==> src/verilog/spiCtrl_consts.svh <==
// spi controller constants
// register map, control bits, divider defaults and burst sizes
`ifndef SPI_CTRL_CONSTS_SVH
`define SPI_CTRL_CONSTS_SVH

// block base address, aligned to its 64-byte window
`define SPI_BASE_ADDR		32'hF000_E040

// register offsets inside the window
`define SPI_REG_CTRL		6'h00
`define SPI_REG_DATA		6'h08
// queue words sit at 0x20, 0x28, 0x30 and 0x38
`define SPI_REG_QUEUE		6'h20

// control read shows busy in this bit
`define SPI_CTRL_BUSY_BIT	1
// start bits single, burst8 and burst32, never stored
`define SPI_CTRL_START_MASK	32'h0000_0062

// divider counter width
`define SPI_DIV_WIDTH		14
// half period used when the divisor field is zero
`define SPI_DEFAULT_HALF	14'd5

// burst lengths in bytes
`define SPI_BURST_SHORT		6'd8
`define SPI_BURST_LONG		6'd32

`endif

==> src/verilog/spiCtrlPkg.sv <==
// spi controller shared types
// bus request and answer, shifter states, control register and pin bundle
`default_nettype none

package spiCtrlPkg;

	// bus opcode, held as a level by the requester
	typedef enum logic [1:0]
	{
		MMIO_IDLE  = 2'b00,
		MMIO_READ  = 2'b01,
		MMIO_WRITE = 2'b10
	} mmioOp_t;

	// bus answer
	typedef enum logic [1:0]
	{
		MMIO_READY = 2'b00,
		MMIO_OK    = 2'b01,
		MMIO_HOLD  = 2'b10
	} mmioOk_t;

	// one sclk period is a leading and a trailing half
	typedef enum logic [1:0]
	{
		SHIFT_IDLE  = 2'b00,
		SHIFT_LEAD  = 2'b01,
		SHIFT_TRAIL = 2'b10
	} shiftState_t;

	typedef struct packed
	{
		mmioOp_t     op;
		logic [31:0] addr;
		logic [63:0] data;
	} mmioReq_t;

	// control register, msb first
	typedef struct packed
	{
		logic [7:0] divisor;
		logic [1:0] scale;
		logic [7:0] rsvdHigh;
		logic       polarity;
		logic [2:0] rsvdMid;
		logic       laneQuad;
		logic [1:0] rsvdLane;
		logic       burst32;
		logic       burst8;
		logic [2:0] rsvdLow;
		logic       single;
		logic       chipSelect;
	} spiCtrl_t;

	typedef struct packed
	{
		logic       sclk;
		logic [3:0] mosi;
		logic       cs;
		logic [1:0] laneMode;
	} spiPins_t;

endpackage

`default_nettype wire

==> src/verilog/spiBurstQueue.sv <==
// spi burst queue
// four 64-bit send words fed out low byte first, four receive words filled
// from the top, and the burst byte counter
`timescale 1ns/10ps
`default_nettype none
`include "spiCtrl_consts.svh"

module spiBurstQueue
(
	input  wire logic        clock,
	input  wire logic        reset,
	input  wire logic        queueWrite,
	input  wire logic [1:0]  queueIndex,
	input  wire logic [63:0] queueData,
	input  wire logic        startBurst,
	input  wire logic        burstLong,
	input  wire logic        byteDone,
	input  wire logic [7:0]  rxByte,
	output logic             startByte,
	output logic [7:0]       txByte,
	output logic             pending,
	output logic [63:0]      recvWord0,
	output logic [63:0]      recvWord1,
	output logic [63:0]      recvWord2,
	output logic [63:0]      recvWord3
);

	logic [63:0] sendWord [0:3];
	// bytes left in the burst
	logic [5:0]  byteCount;
	// 32-byte burst fills all four receive words
	logic        longBurst;
	logic        lastByte;
	logic        issueByte;
	logic        takeByte;

	assign pending   = (byteCount != 6'd0);
	assign lastByte  = (byteCount == 6'd1);
	// byteDone from single exchanges is ignored
	assign takeByte  = pending && byteDone;
	// first byte right after start, then one after each byteDone but the last
	assign issueByte = startBurst || (takeByte && !lastByte);

	always_ff @(posedge clock)
	begin
		if (reset)
		begin
			byteCount <= 6'd0;
			longBurst <= 1'b0;
			startByte <= 1'b0;
		end
		else
		begin
			startByte <= issueByte;
			if (startBurst)
			begin
				byteCount <= burstLong ? `SPI_BURST_LONG : `SPI_BURST_SHORT;
				longBurst <= burstLong;
			end
			else if (takeByte)
				byteCount <= byteCount - 6'd1;
		end
	end

	always_ff @(posedge clock)
	begin
		if (issueByte)
		begin
			txByte <= sendWord[0][7:0];
			// whole chain moves down a byte, 0xFF in at the top
			for (int i = 0; i < 3; i++)
				sendWord[i] <= {sendWord[i+1][7:0], sendWord[i][63:8]};
			sendWord[3] <= {8'hFF, sendWord[3][63:8]};
		end
		// bus write wins over the rotation
		if (queueWrite)
			sendWord[queueIndex] <= queueData;
	end

	always_ff @(posedge clock)
	begin
		if (takeByte)
		begin
			if (longBurst)
			begin
				// byte k ends in byte k of word k div 8
				recvWord3 <= {rxByte, recvWord3[63:8]};
				recvWord2 <= {recvWord3[7:0], recvWord2[63:8]};
				recvWord1 <= {recvWord2[7:0], recvWord1[63:8]};
				recvWord0 <= {recvWord1[7:0], recvWord0[63:8]};
			end
			else
				// short burst only touches word 0
				recvWord0 <= {rxByte, recvWord0[63:8]};
		end
	end

endmodule

`default_nettype wire

==> src/verilog/spiClockDivider.sv <==
// spi clock divider
// counts the half period from divisor and scale, pulses halfTick at its end
`timescale 1ns/10ps
`default_nettype none
`include "spiCtrl_consts.svh"

module spiClockDivider
(
	input  wire logic                 clock,
	input  wire logic                 reset,
	input  wire spiCtrlPkg::spiCtrl_t ctrl,
	input  wire logic                 run,
	output logic                      halfTick
);

	localparam int unsigned DivWidth = `SPI_DIV_WIDTH;

	// half period in clocks
	logic [DivWidth-1:0] halfPeriod;
	// down counter, tick at zero
	logic [DivWidth-1:0] count;

	always_comb
	begin
		// divisor shifted left by twice the scale
		if (ctrl.divisor == 8'd0)
			halfPeriod = `SPI_DEFAULT_HALF;
		else
			halfPeriod = {{(DivWidth-8){1'b0}}, ctrl.divisor} << {ctrl.scale, 1'b0};
	end

	// largest value 255 << 6 still fits in 14 bits
	assign halfTick = run && (count == '0);

	always_ff @(posedge clock)
	begin
		if (reset)
			count <= '0;
		else if (!run || halfTick)
			// held at reload while idle, so the first half is full length
			count <= halfPeriod - 1'b1;
		else
			count <= count - 1'b1;
	end

endmodule

`default_nettype wire

==> src/verilog/spiController.sv <==
// spi master controller, top level
// bus port, burst queue, shift engine and clock divider
`timescale 1ns/10ps
`default_nettype none

module spiController
(
	input  wire logic                 clock,
	input  wire logic                 reset,
	input  wire spiCtrlPkg::mmioReq_t req,
	output spiCtrlPkg::mmioOk_t       ok,
	output logic [63:0]               readData,
	output spiCtrlPkg::spiPins_t      pins,
	input  wire logic [3:0]           miso
);

	spiCtrlPkg::spiCtrl_t ctrl;
	logic        portStart;
	logic [7:0]  portTx;
	logic        queueStart;
	logic [7:0]  queueTx;
	logic        startByte;
	logic [7:0]  txByte;
	logic        queueWrite;
	logic [1:0]  queueIndex;
	logic [63:0] queueData;
	logic        startBurst;
	logic        burstLong;
	logic        busy;
	logic        pending;
	logic        byteDone;
	logic [7:0]  rxByte;
	logic [63:0] recvWord0;
	logic [63:0] recvWord1;
	logic [63:0] recvWord2;
	logic [63:0] recvWord3;
	logic        run;
	logic        halfTick;

	// port and queue never start a byte in the same cycle
	assign startByte = portStart | queueStart;
	assign txByte    = queueStart ? queueTx : portTx;

	spiMmioPort mmioPort
	(
		.clock(clock), .reset(reset), .req(req), .ok(ok), .readData(readData),
		.ctrl(ctrl), .startByte(portStart), .txByte(portTx),
		.queueWrite(queueWrite), .queueIndex(queueIndex), .queueData(queueData),
		.startBurst(startBurst), .burstLong(burstLong),
		.busy(busy), .pending(pending), .rxByte(rxByte),
		.recvWord0(recvWord0), .recvWord1(recvWord1),
		.recvWord2(recvWord2), .recvWord3(recvWord3)
	);

	spiBurstQueue burstQueue
	(
		.clock(clock), .reset(reset),
		.queueWrite(queueWrite), .queueIndex(queueIndex), .queueData(queueData),
		.startBurst(startBurst), .burstLong(burstLong),
		.byteDone(byteDone), .rxByte(rxByte),
		.startByte(queueStart), .txByte(queueTx), .pending(pending),
		.recvWord0(recvWord0), .recvWord1(recvWord1),
		.recvWord2(recvWord2), .recvWord3(recvWord3)
	);

	spiShifter shifter
	(
		.clock(clock), .reset(reset), .ctrl(ctrl),
		.startByte(startByte), .txByte(txByte), .halfTick(halfTick), .miso(miso),
		.run(run), .busy(busy), .byteDone(byteDone), .rxByte(rxByte), .pins(pins)
	);

	spiClockDivider clockDivider
	(
		.clock(clock), .reset(reset), .ctrl(ctrl), .run(run), .halfTick(halfTick)
	);

endmodule

`default_nettype wire

==> src/verilog/spiMmioPort.sv <==
// spi bus front end
// registers the level request, decodes the block window, holds the control
// register and forms the registered READY / OK / HOLD answer
`timescale 1ns/10ps
`default_nettype none
`include "spiCtrl_consts.svh"

module spiMmioPort
(
	input  wire logic                 clock,
	input  wire logic                 reset,
	input  wire spiCtrlPkg::mmioReq_t req,
	output spiCtrlPkg::mmioOk_t       ok,
	output logic [63:0]               readData,
	output spiCtrlPkg::spiCtrl_t      ctrl,
	output logic                      startByte,
	output logic [7:0]                txByte,
	output logic                      queueWrite,
	output logic [1:0]                queueIndex,
	output logic [63:0]               queueData,
	output logic                      startBurst,
	output logic                      burstLong,
	input  wire logic                 busy,
	input  wire logic                 pending,
	input  wire logic [7:0]           rxByte,
	input  wire logic [63:0]          recvWord0,
	input  wire logic [63:0]          recvWord1,
	input  wire logic [63:0]          recvWord2,
	input  wire logic [63:0]          recvWord3
);

	localparam logic [31:0] BaseAddr = `SPI_BASE_ADDR;

	spiCtrlPkg::mmioReq_t reqReg;
	spiCtrlPkg::mmioOk_t  okNext;
	spiCtrlPkg::spiCtrl_t wrCtrl;
	logic [63:0] readNext;
	logic [31:0] ctrlWord;
	logic [5:0]  offset;
	logic        inBlock;
	logic        isCtrl;
	logic        isData;
	logic        isQueue;
	logic        anyBusy;
	// write already carried out, request still held
	logic        writeDone;
	logic        doCtrl;
	logic        doData;
	logic        doQueue;

	assign offset  = reqReg.addr[5:0];
	assign inBlock = (reqReg.addr[31:6] == BaseAddr[31:6]);
	assign isCtrl  = inBlock && ({offset[5:3], 3'b000} == `SPI_REG_CTRL);
	assign isData  = inBlock && ({offset[5:3], 3'b000} == `SPI_REG_DATA);
	assign isQueue = inBlock && ({offset[5], 5'b00000} == `SPI_REG_QUEUE);
	assign anyBusy = busy || pending;
	assign wrCtrl  = reqReg.data[31:0];

	always_comb
	begin
		ctrlWord = ctrl;
		ctrlWord[`SPI_CTRL_BUSY_BIT] = anyBusy;
	end

	always_comb
	begin
		okNext   = spiCtrlPkg::MMIO_READY;
		readNext = 64'h0;
		doCtrl   = 1'b0;
		doData   = 1'b0;
		doQueue  = 1'b0;
		// misses and idle ops stay READY
		if (isCtrl || isData || isQueue)
		begin
			if (reqReg.op == spiCtrlPkg::MMIO_READ)
			begin
				okNext = spiCtrlPkg::MMIO_OK;
				if (isCtrl)
					readNext = {32'h0, ctrlWord};
				else if (isData)
				begin
					readNext = {56'h0, rxByte};
					if (anyBusy)
						okNext = spiCtrlPkg::MMIO_HOLD;
				end
				else
				begin
					case (offset[4:3])
						2'd0: readNext = recvWord0;
						2'd1: readNext = recvWord1;
						2'd2: readNext = recvWord2;
						default: readNext = recvWord3;
					endcase
				end
			end
			else if (reqReg.op == spiCtrlPkg::MMIO_WRITE)
			begin
				okNext = spiCtrlPkg::MMIO_OK;
				if (writeDone)
					okNext = spiCtrlPkg::MMIO_OK;
				else if (isQueue)
					doQueue = 1'b1;
				else if (anyBusy)
					// ctrl and data wait for shifter and burst to finish
					okNext = spiCtrlPkg::MMIO_HOLD;
				else
				begin
					doCtrl = isCtrl;
					doData = isData;
				end
			end
		end
	end

	always_ff @(posedge clock)
	begin
		if (reset)
		begin
			reqReg     <= '0;
			ok         <= spiCtrlPkg::MMIO_READY;
			writeDone  <= 1'b0;
			ctrl       <= '0;
			startByte  <= 1'b0;
			startBurst <= 1'b0;
			queueWrite <= 1'b0;
		end
		else
		begin
			reqReg     <= req;
			ok         <= okNext;
			// cleared by the idle cycle between requests
			writeDone  <= (reqReg.op == spiCtrlPkg::MMIO_WRITE)
				&& (writeDone || doCtrl || doData || doQueue);
			// single start wins over the burst starts
			startByte  <= doCtrl && wrCtrl.single;
			startBurst <= doCtrl && !wrCtrl.single && (wrCtrl.burst8 || wrCtrl.burst32);
			queueWrite <= doQueue;
			if (doCtrl)
				ctrl <= reqReg.data[31:0] & ~`SPI_CTRL_START_MASK;
		end
	end

	always_ff @(posedge clock)
	begin
		readData <= readNext;
		if (doData)
			txByte <= reqReg.data[7:0];
		if (doQueue)
		begin
			queueIndex <= offset[4:3];
			queueData  <= reqReg.data;
		end
		if (doCtrl)
			burstLong <= wrCtrl.burst32 && !wrCtrl.burst8;
	end

endmodule

`default_nettype wire

==> src/verilog/spiShifter.sv <==
// spi shift engine
// sends one byte on mosi and takes one from miso, one lane or four lanes
// sclk active in the leading half, miso sampled at its end
`timescale 1ns/10ps
`default_nettype none

module spiShifter
(
	input  wire logic                 clock,
	input  wire logic                 reset,
	input  wire spiCtrlPkg::spiCtrl_t ctrl,
	input  wire logic                 startByte,
	input  wire logic [7:0]           txByte,
	input  wire logic                 halfTick,
	input  wire logic [3:0]           miso,
	output logic                      run,
	output logic                      busy,
	output logic                      byteDone,
	output logic [7:0]                rxByte,
	output spiCtrlPkg::spiPins_t      pins
);

	spiCtrlPkg::shiftState_t state;
	// bits still to send
	logic [3:0] bitCount;
	// one bit or one nibble per period
	logic [3:0] bitStep;
	logic [7:0] txShift;
	logic       lastBits;

	assign bitStep  = ctrl.laneQuad ? 4'd4 : 4'd1;
	assign lastBits = (bitCount == bitStep);

	always_ff @(posedge clock)
	begin
		if (reset)
		begin
			state    <= spiCtrlPkg::SHIFT_IDLE;
			bitCount <= 4'd0;
			byteDone <= 1'b0;
		end
		else
		begin
			byteDone <= 1'b0;
			case (state)
				spiCtrlPkg::SHIFT_IDLE:
				begin
					if (startByte)
					begin
						state    <= spiCtrlPkg::SHIFT_LEAD;
						bitCount <= 4'd8;
					end
				end
				spiCtrlPkg::SHIFT_LEAD:
				begin
					if (halfTick)
						state <= spiCtrlPkg::SHIFT_TRAIL;
				end
				spiCtrlPkg::SHIFT_TRAIL:
				begin
					if (halfTick)
					begin
						bitCount <= bitCount - bitStep;
						// done one clock after the last trailing half
						if (lastBits)
						begin
							state    <= spiCtrlPkg::SHIFT_IDLE;
							byteDone <= 1'b1;
						end
						else
							state <= spiCtrlPkg::SHIFT_LEAD;
					end
				end
				default:
					state <= spiCtrlPkg::SHIFT_IDLE;
			endcase
		end
	end

	always_ff @(posedge clock)
	begin
		// msb or top nibble first, next bits move up at the trailing end
		if ((state == spiCtrlPkg::SHIFT_IDLE) && startByte)
			txShift <= txByte;
		else if ((state == spiCtrlPkg::SHIFT_TRAIL) && halfTick)
			txShift <= ctrl.laneQuad ? {txShift[3:0], 4'h0} : {txShift[6:0], 1'b0};
		// sample miso as the leading half ends
		if ((state == spiCtrlPkg::SHIFT_LEAD) && halfTick)
			rxByte <= ctrl.laneQuad ? {rxByte[3:0], miso} : {rxByte[6:0], miso[0]};
	end

	assign run  = (state != spiCtrlPkg::SHIFT_IDLE);
	assign busy = run;

	always_comb
	begin
		// sclk rests at polarity
		pins.sclk     = (state == spiCtrlPkg::SHIFT_LEAD) ? ~ctrl.polarity : ctrl.polarity;
		// upper lanes stay low in single mode, all lanes low while idle
		if (!run)
			pins.mosi = 4'h0;
		else if (ctrl.laneQuad)
			pins.mosi = txShift[7:4];
		else
			pins.mosi = {3'b000, txShift[7]};
		pins.cs       = ctrl.chipSelect;
		pins.laneMode = {ctrl.laneQuad, 1'b0};
	end

endmodule

`default_nettype wire
==> config.mk <==
export PLATFORM = sky130hd
export DESIGN_NAME = spiController
export DESIGN_NICKNAME = d
export VERILOG_FILES = /design/src/verilog/spiCtrlPkg.sv /design/src/verilog/spiBurstQueue.sv /design/src/verilog/spiClockDivider.sv /design/src/verilog/spiController.sv /design/src/verilog/spiMmioPort.sv /design/src/verilog/spiShifter.sv
export VERILOG_INCLUDE_DIRS = /design/src /design/src/verilog
export SDC_FILE = /design/constraint.sdc
export NUM_CORES = 1
export LEC_CHECK = 0
export ABC_AREA = 1
export ABC_CLOCK_PERIOD_IN_PS = 13540
export BUFFER_PORTS_ARGS = -buffer_cell sky130_fd_sc_hd__buf_2
export CORE_MARGIN = 2
export CORE_UTILIZATION = 40
export CTS_CLUSTER_SIZE = 16
export DETAILED_ROUTE_END_ITERATION = 10
export PLACE_DENSITY = 0.68
export SLEW_MARGIN = 20
export SYNTH_ARGS = -nofsm -noshare
export SYNTH_HDL_FRONTEND = slang
export SYNTH_HIERARCHICAL = 1
export SYNTH_SLANG_ARGS = --single-unit
==> constraint.sdc <==
create_clock -name clock -period 13.54 [get_ports clock]
set_input_delay 0 -clock clock [delete_from_list [all_inputs] [get_ports clock]]
set_output_delay 0 -clock clock [all_outputs]
set_load 0.02 [all_outputs]
==> results.md <==
* Run status: complete, no violations
* Post_cts resized at 0
* RR Startpoint: mmioPort/offset[4]$_SDFF_PP0_
* Core area at 78,740 µm²
* Worst Path Required at 14,010 ps
* Pint at 0.004147 W
* Crit path capture type: flop
* Routed vias/inst at 4.941
* Largest net degree at the start of global routing at 89
* Htree depth at 3
* Reg2reg path depth at 7
* Share of layout cells above drive strength 1 at 13.90%
* 1st-iter DRT viols at 1,829
* Max-slew headroom at 33.33%
* WS Path Type: reg -> reg
* Initial antenna violation count at 5
* Reg2reg setup slack at 10,090 ps
* Chip Width at 285.4 µm
* Switching share of power at 21.52%
* Nature of the critical path startpoint: flop
* # hold bufs at CTS at 128
* Number of remaining DRC errors at 0
* Clock slew at reported path FFs at 60 ps
* Row Count at 103
* Fmax at 0.2898 GHz
* Vias in the first global route at 19,755
* Nets@finish at 3,120
* Hold crit path type: in -> reg
* Final Hold Viols at 0
* Syn Area/Cell at 11.62 µm²
* Fill count at 6,867
* Switching power total at 0.001137 W
* WL final at 74,660 µm
* Max Cap Viol at 0
* Worst Tran Pin Value at 1000 ps
* First-pass GRT wire length at 113,200 µm
* Critical Path End: mmioPort/readData[31]$_SDFF_PN0_
* Cells after Synth at 2,727
* Comb power frac at 3.7%
* Worst Path Arrival at 3930 ps
* Flop pwr share at 51.9%
* Vias at 20,410
* RSZ-0062 raised after global routing: no
* Routability cong. at 0.8577
* Clock Root Buffer: clkbuf_16
* Overflow after GRT at 0
* RR Endpoint: mmioPort/readData[31]$_SDFF_PN0_
* Pwr dens at 141.8 nW/µm²
* Num ports at 178
* Die ar. at 81,450 µm²
* CTS tree: done
* Clock Skew at 28.45 ps
* Synth warn at 6
* Final setup fails at 0
* Height of the die at 285.4 µm
* Leak at 15.21 nW
* # clock sinks at 834
* Num CTS Buffers at 84
* Slew Limit Fails at 0
* Routed Antenna Nets at 0
* VDD IR-drop max at 114.1 µV
* Initial core utilization at 40.23%
* Final HPWL DP at 46,410 µm
* Clock buffer depth at 3
* Hold WS at 93.93 ps
* Mapped Nets at 2,838
* Syn Std Cell Area at 31,670 µm²
* Detailed-route wire length per cell at 18.07 µm
* Area growth from synthesis to layout at 17.61%
* Fin crit period at 3451 ps
* Clock share of power at 44.4%
* Final worst-path cycle share at 25.49%
* GRT Util Overall at 18.07%
* Setup TNS at 0 ps
* Total setup buffers inserted after CTS at 0
* Largest fanout on the critical path at 65
* Port bufs at 173
* TritonRoute pass-1 iters at 6
* CP Launch Point: mmioPort/offset[4]$_SDFF_PP0_
* Skew-Pair Late Insertion Delay at 650 ps
[cell usage in the layout, fill, tap and decap left out, types with 6 or more instances in the layout]
cell type	instances
clkbuf_8	11
clkinv_2	15
inv_2	9
clkbuf_1	19
nor2_1	262
a221oi_1	31
ha_1	7
clkbuf_16	86
inv_1	224
nand2_1	683
buf_2	172
nor2_2	10
buf_4	19
nand3_4	6
nand3_1	69
dlygate4sd3_1	128
nand2_2	15
nand2_4	7
clkinv_1	6
nand4_1	14
o21ai_1	211
nor2_4	10
a21oi_1	45
edfxtp_1	611
o21ai_2	34
o21ai_0	90
inv_4	6
dfxtp_1	223
[per-stage QoR]
step	cell area [µm²]	setup WS (ps)	total power, W	utilization [%]	std cells
floorplan	31670	3999	0.002910	-	2727
global placement	33150	10100	0.002962	42.10	3844
detailed placement	33150	10010	0.002963	42.10	3844
CTS	37230	10010	0.005319	47.28	4128
global route	37250	9918	0.005439	47.31	4131
finish	37250	10090	0.005283	47.31	4131
[worst max-delay path, stage by stage (launching register included)]
cell and delay, ps:
dfxtp_1 470, nor2_4 60, buf_4 340, inv_2 160, nor2_4 80, o21ai_2 620, nand3_4 780, o21ai_0 720
[flip-flops by register name, indices dropped and copies added (netlist names), 14 cells and up]
name,cells
burstQueue/sendWord,256
mmioPort/reqReg,92
burstQueue/recvWord0,64
burstQueue/recvWord1,64
burstQueue/recvWord2,64
burstQueue/recvWord3,64
mmioPort/queueData,64
mmioPort/readData,64
mmioPort/ctrl,29
clockDivider/count,14
[layout make-up]
cell class                      count  area [µm²]  area share, %
Antenna cell                        2       5.005        0.01344
Clock buffer                      116        2375          6.375
Inverter                          236       887.1          2.381
Multi-Input combinational cell   1533        7133          19.15
Clock inverter                     40       420.4          1.129
Sequential cell                   834       22810          61.24
Timing Repair Buffer              320        2305          6.187
Tap cell                         1050        1314          3.527
[worst min path at each step]
stage	cells after the start	endpoint	from
after floorplan	1	clockDivider/count[1]$_SDFF_PP0_	reset
after global placement	3	mmioPort/reqReg[37]$_SDFF_PP0_	req[37]
after detailed placement	3	mmioPort/reqReg[44]$_SDFF_PP0_	req[44]
after CTS	4	mmioPort/reqReg[44]$_SDFF_PP0_	req[44]
after global routing	4	mmioPort/reqReg[49]$_SDFF_PP0_	req[49]
final	4	mmioPort/reqReg[49]$_SDFF_PP0_	req[49]
[layer usage]
metal  vias to the layer above  GRT usage (%)  routed length, µm
met4                         4          7.513               2708
met3                       144          3.392               5086
met1                      9826          24.68              32320
met5                         -              0                 30
met2                       659          28.41              34520
li1                       9777              -                  -
[power groups by stage]
stage	Combinational, W	Clock (W)	Sequential (W)
finish	0.000195	0.00234	0.00274
global route	0.000216	0.00248	0.00274
CTS	0.000194	0.00238	0.00274
detailed placement	0.000164	0	0.00280
global placement	0.000163	0	0.00280
floorplan	0.000121	0	0.00279
Power figures use the tool's default switching activity.
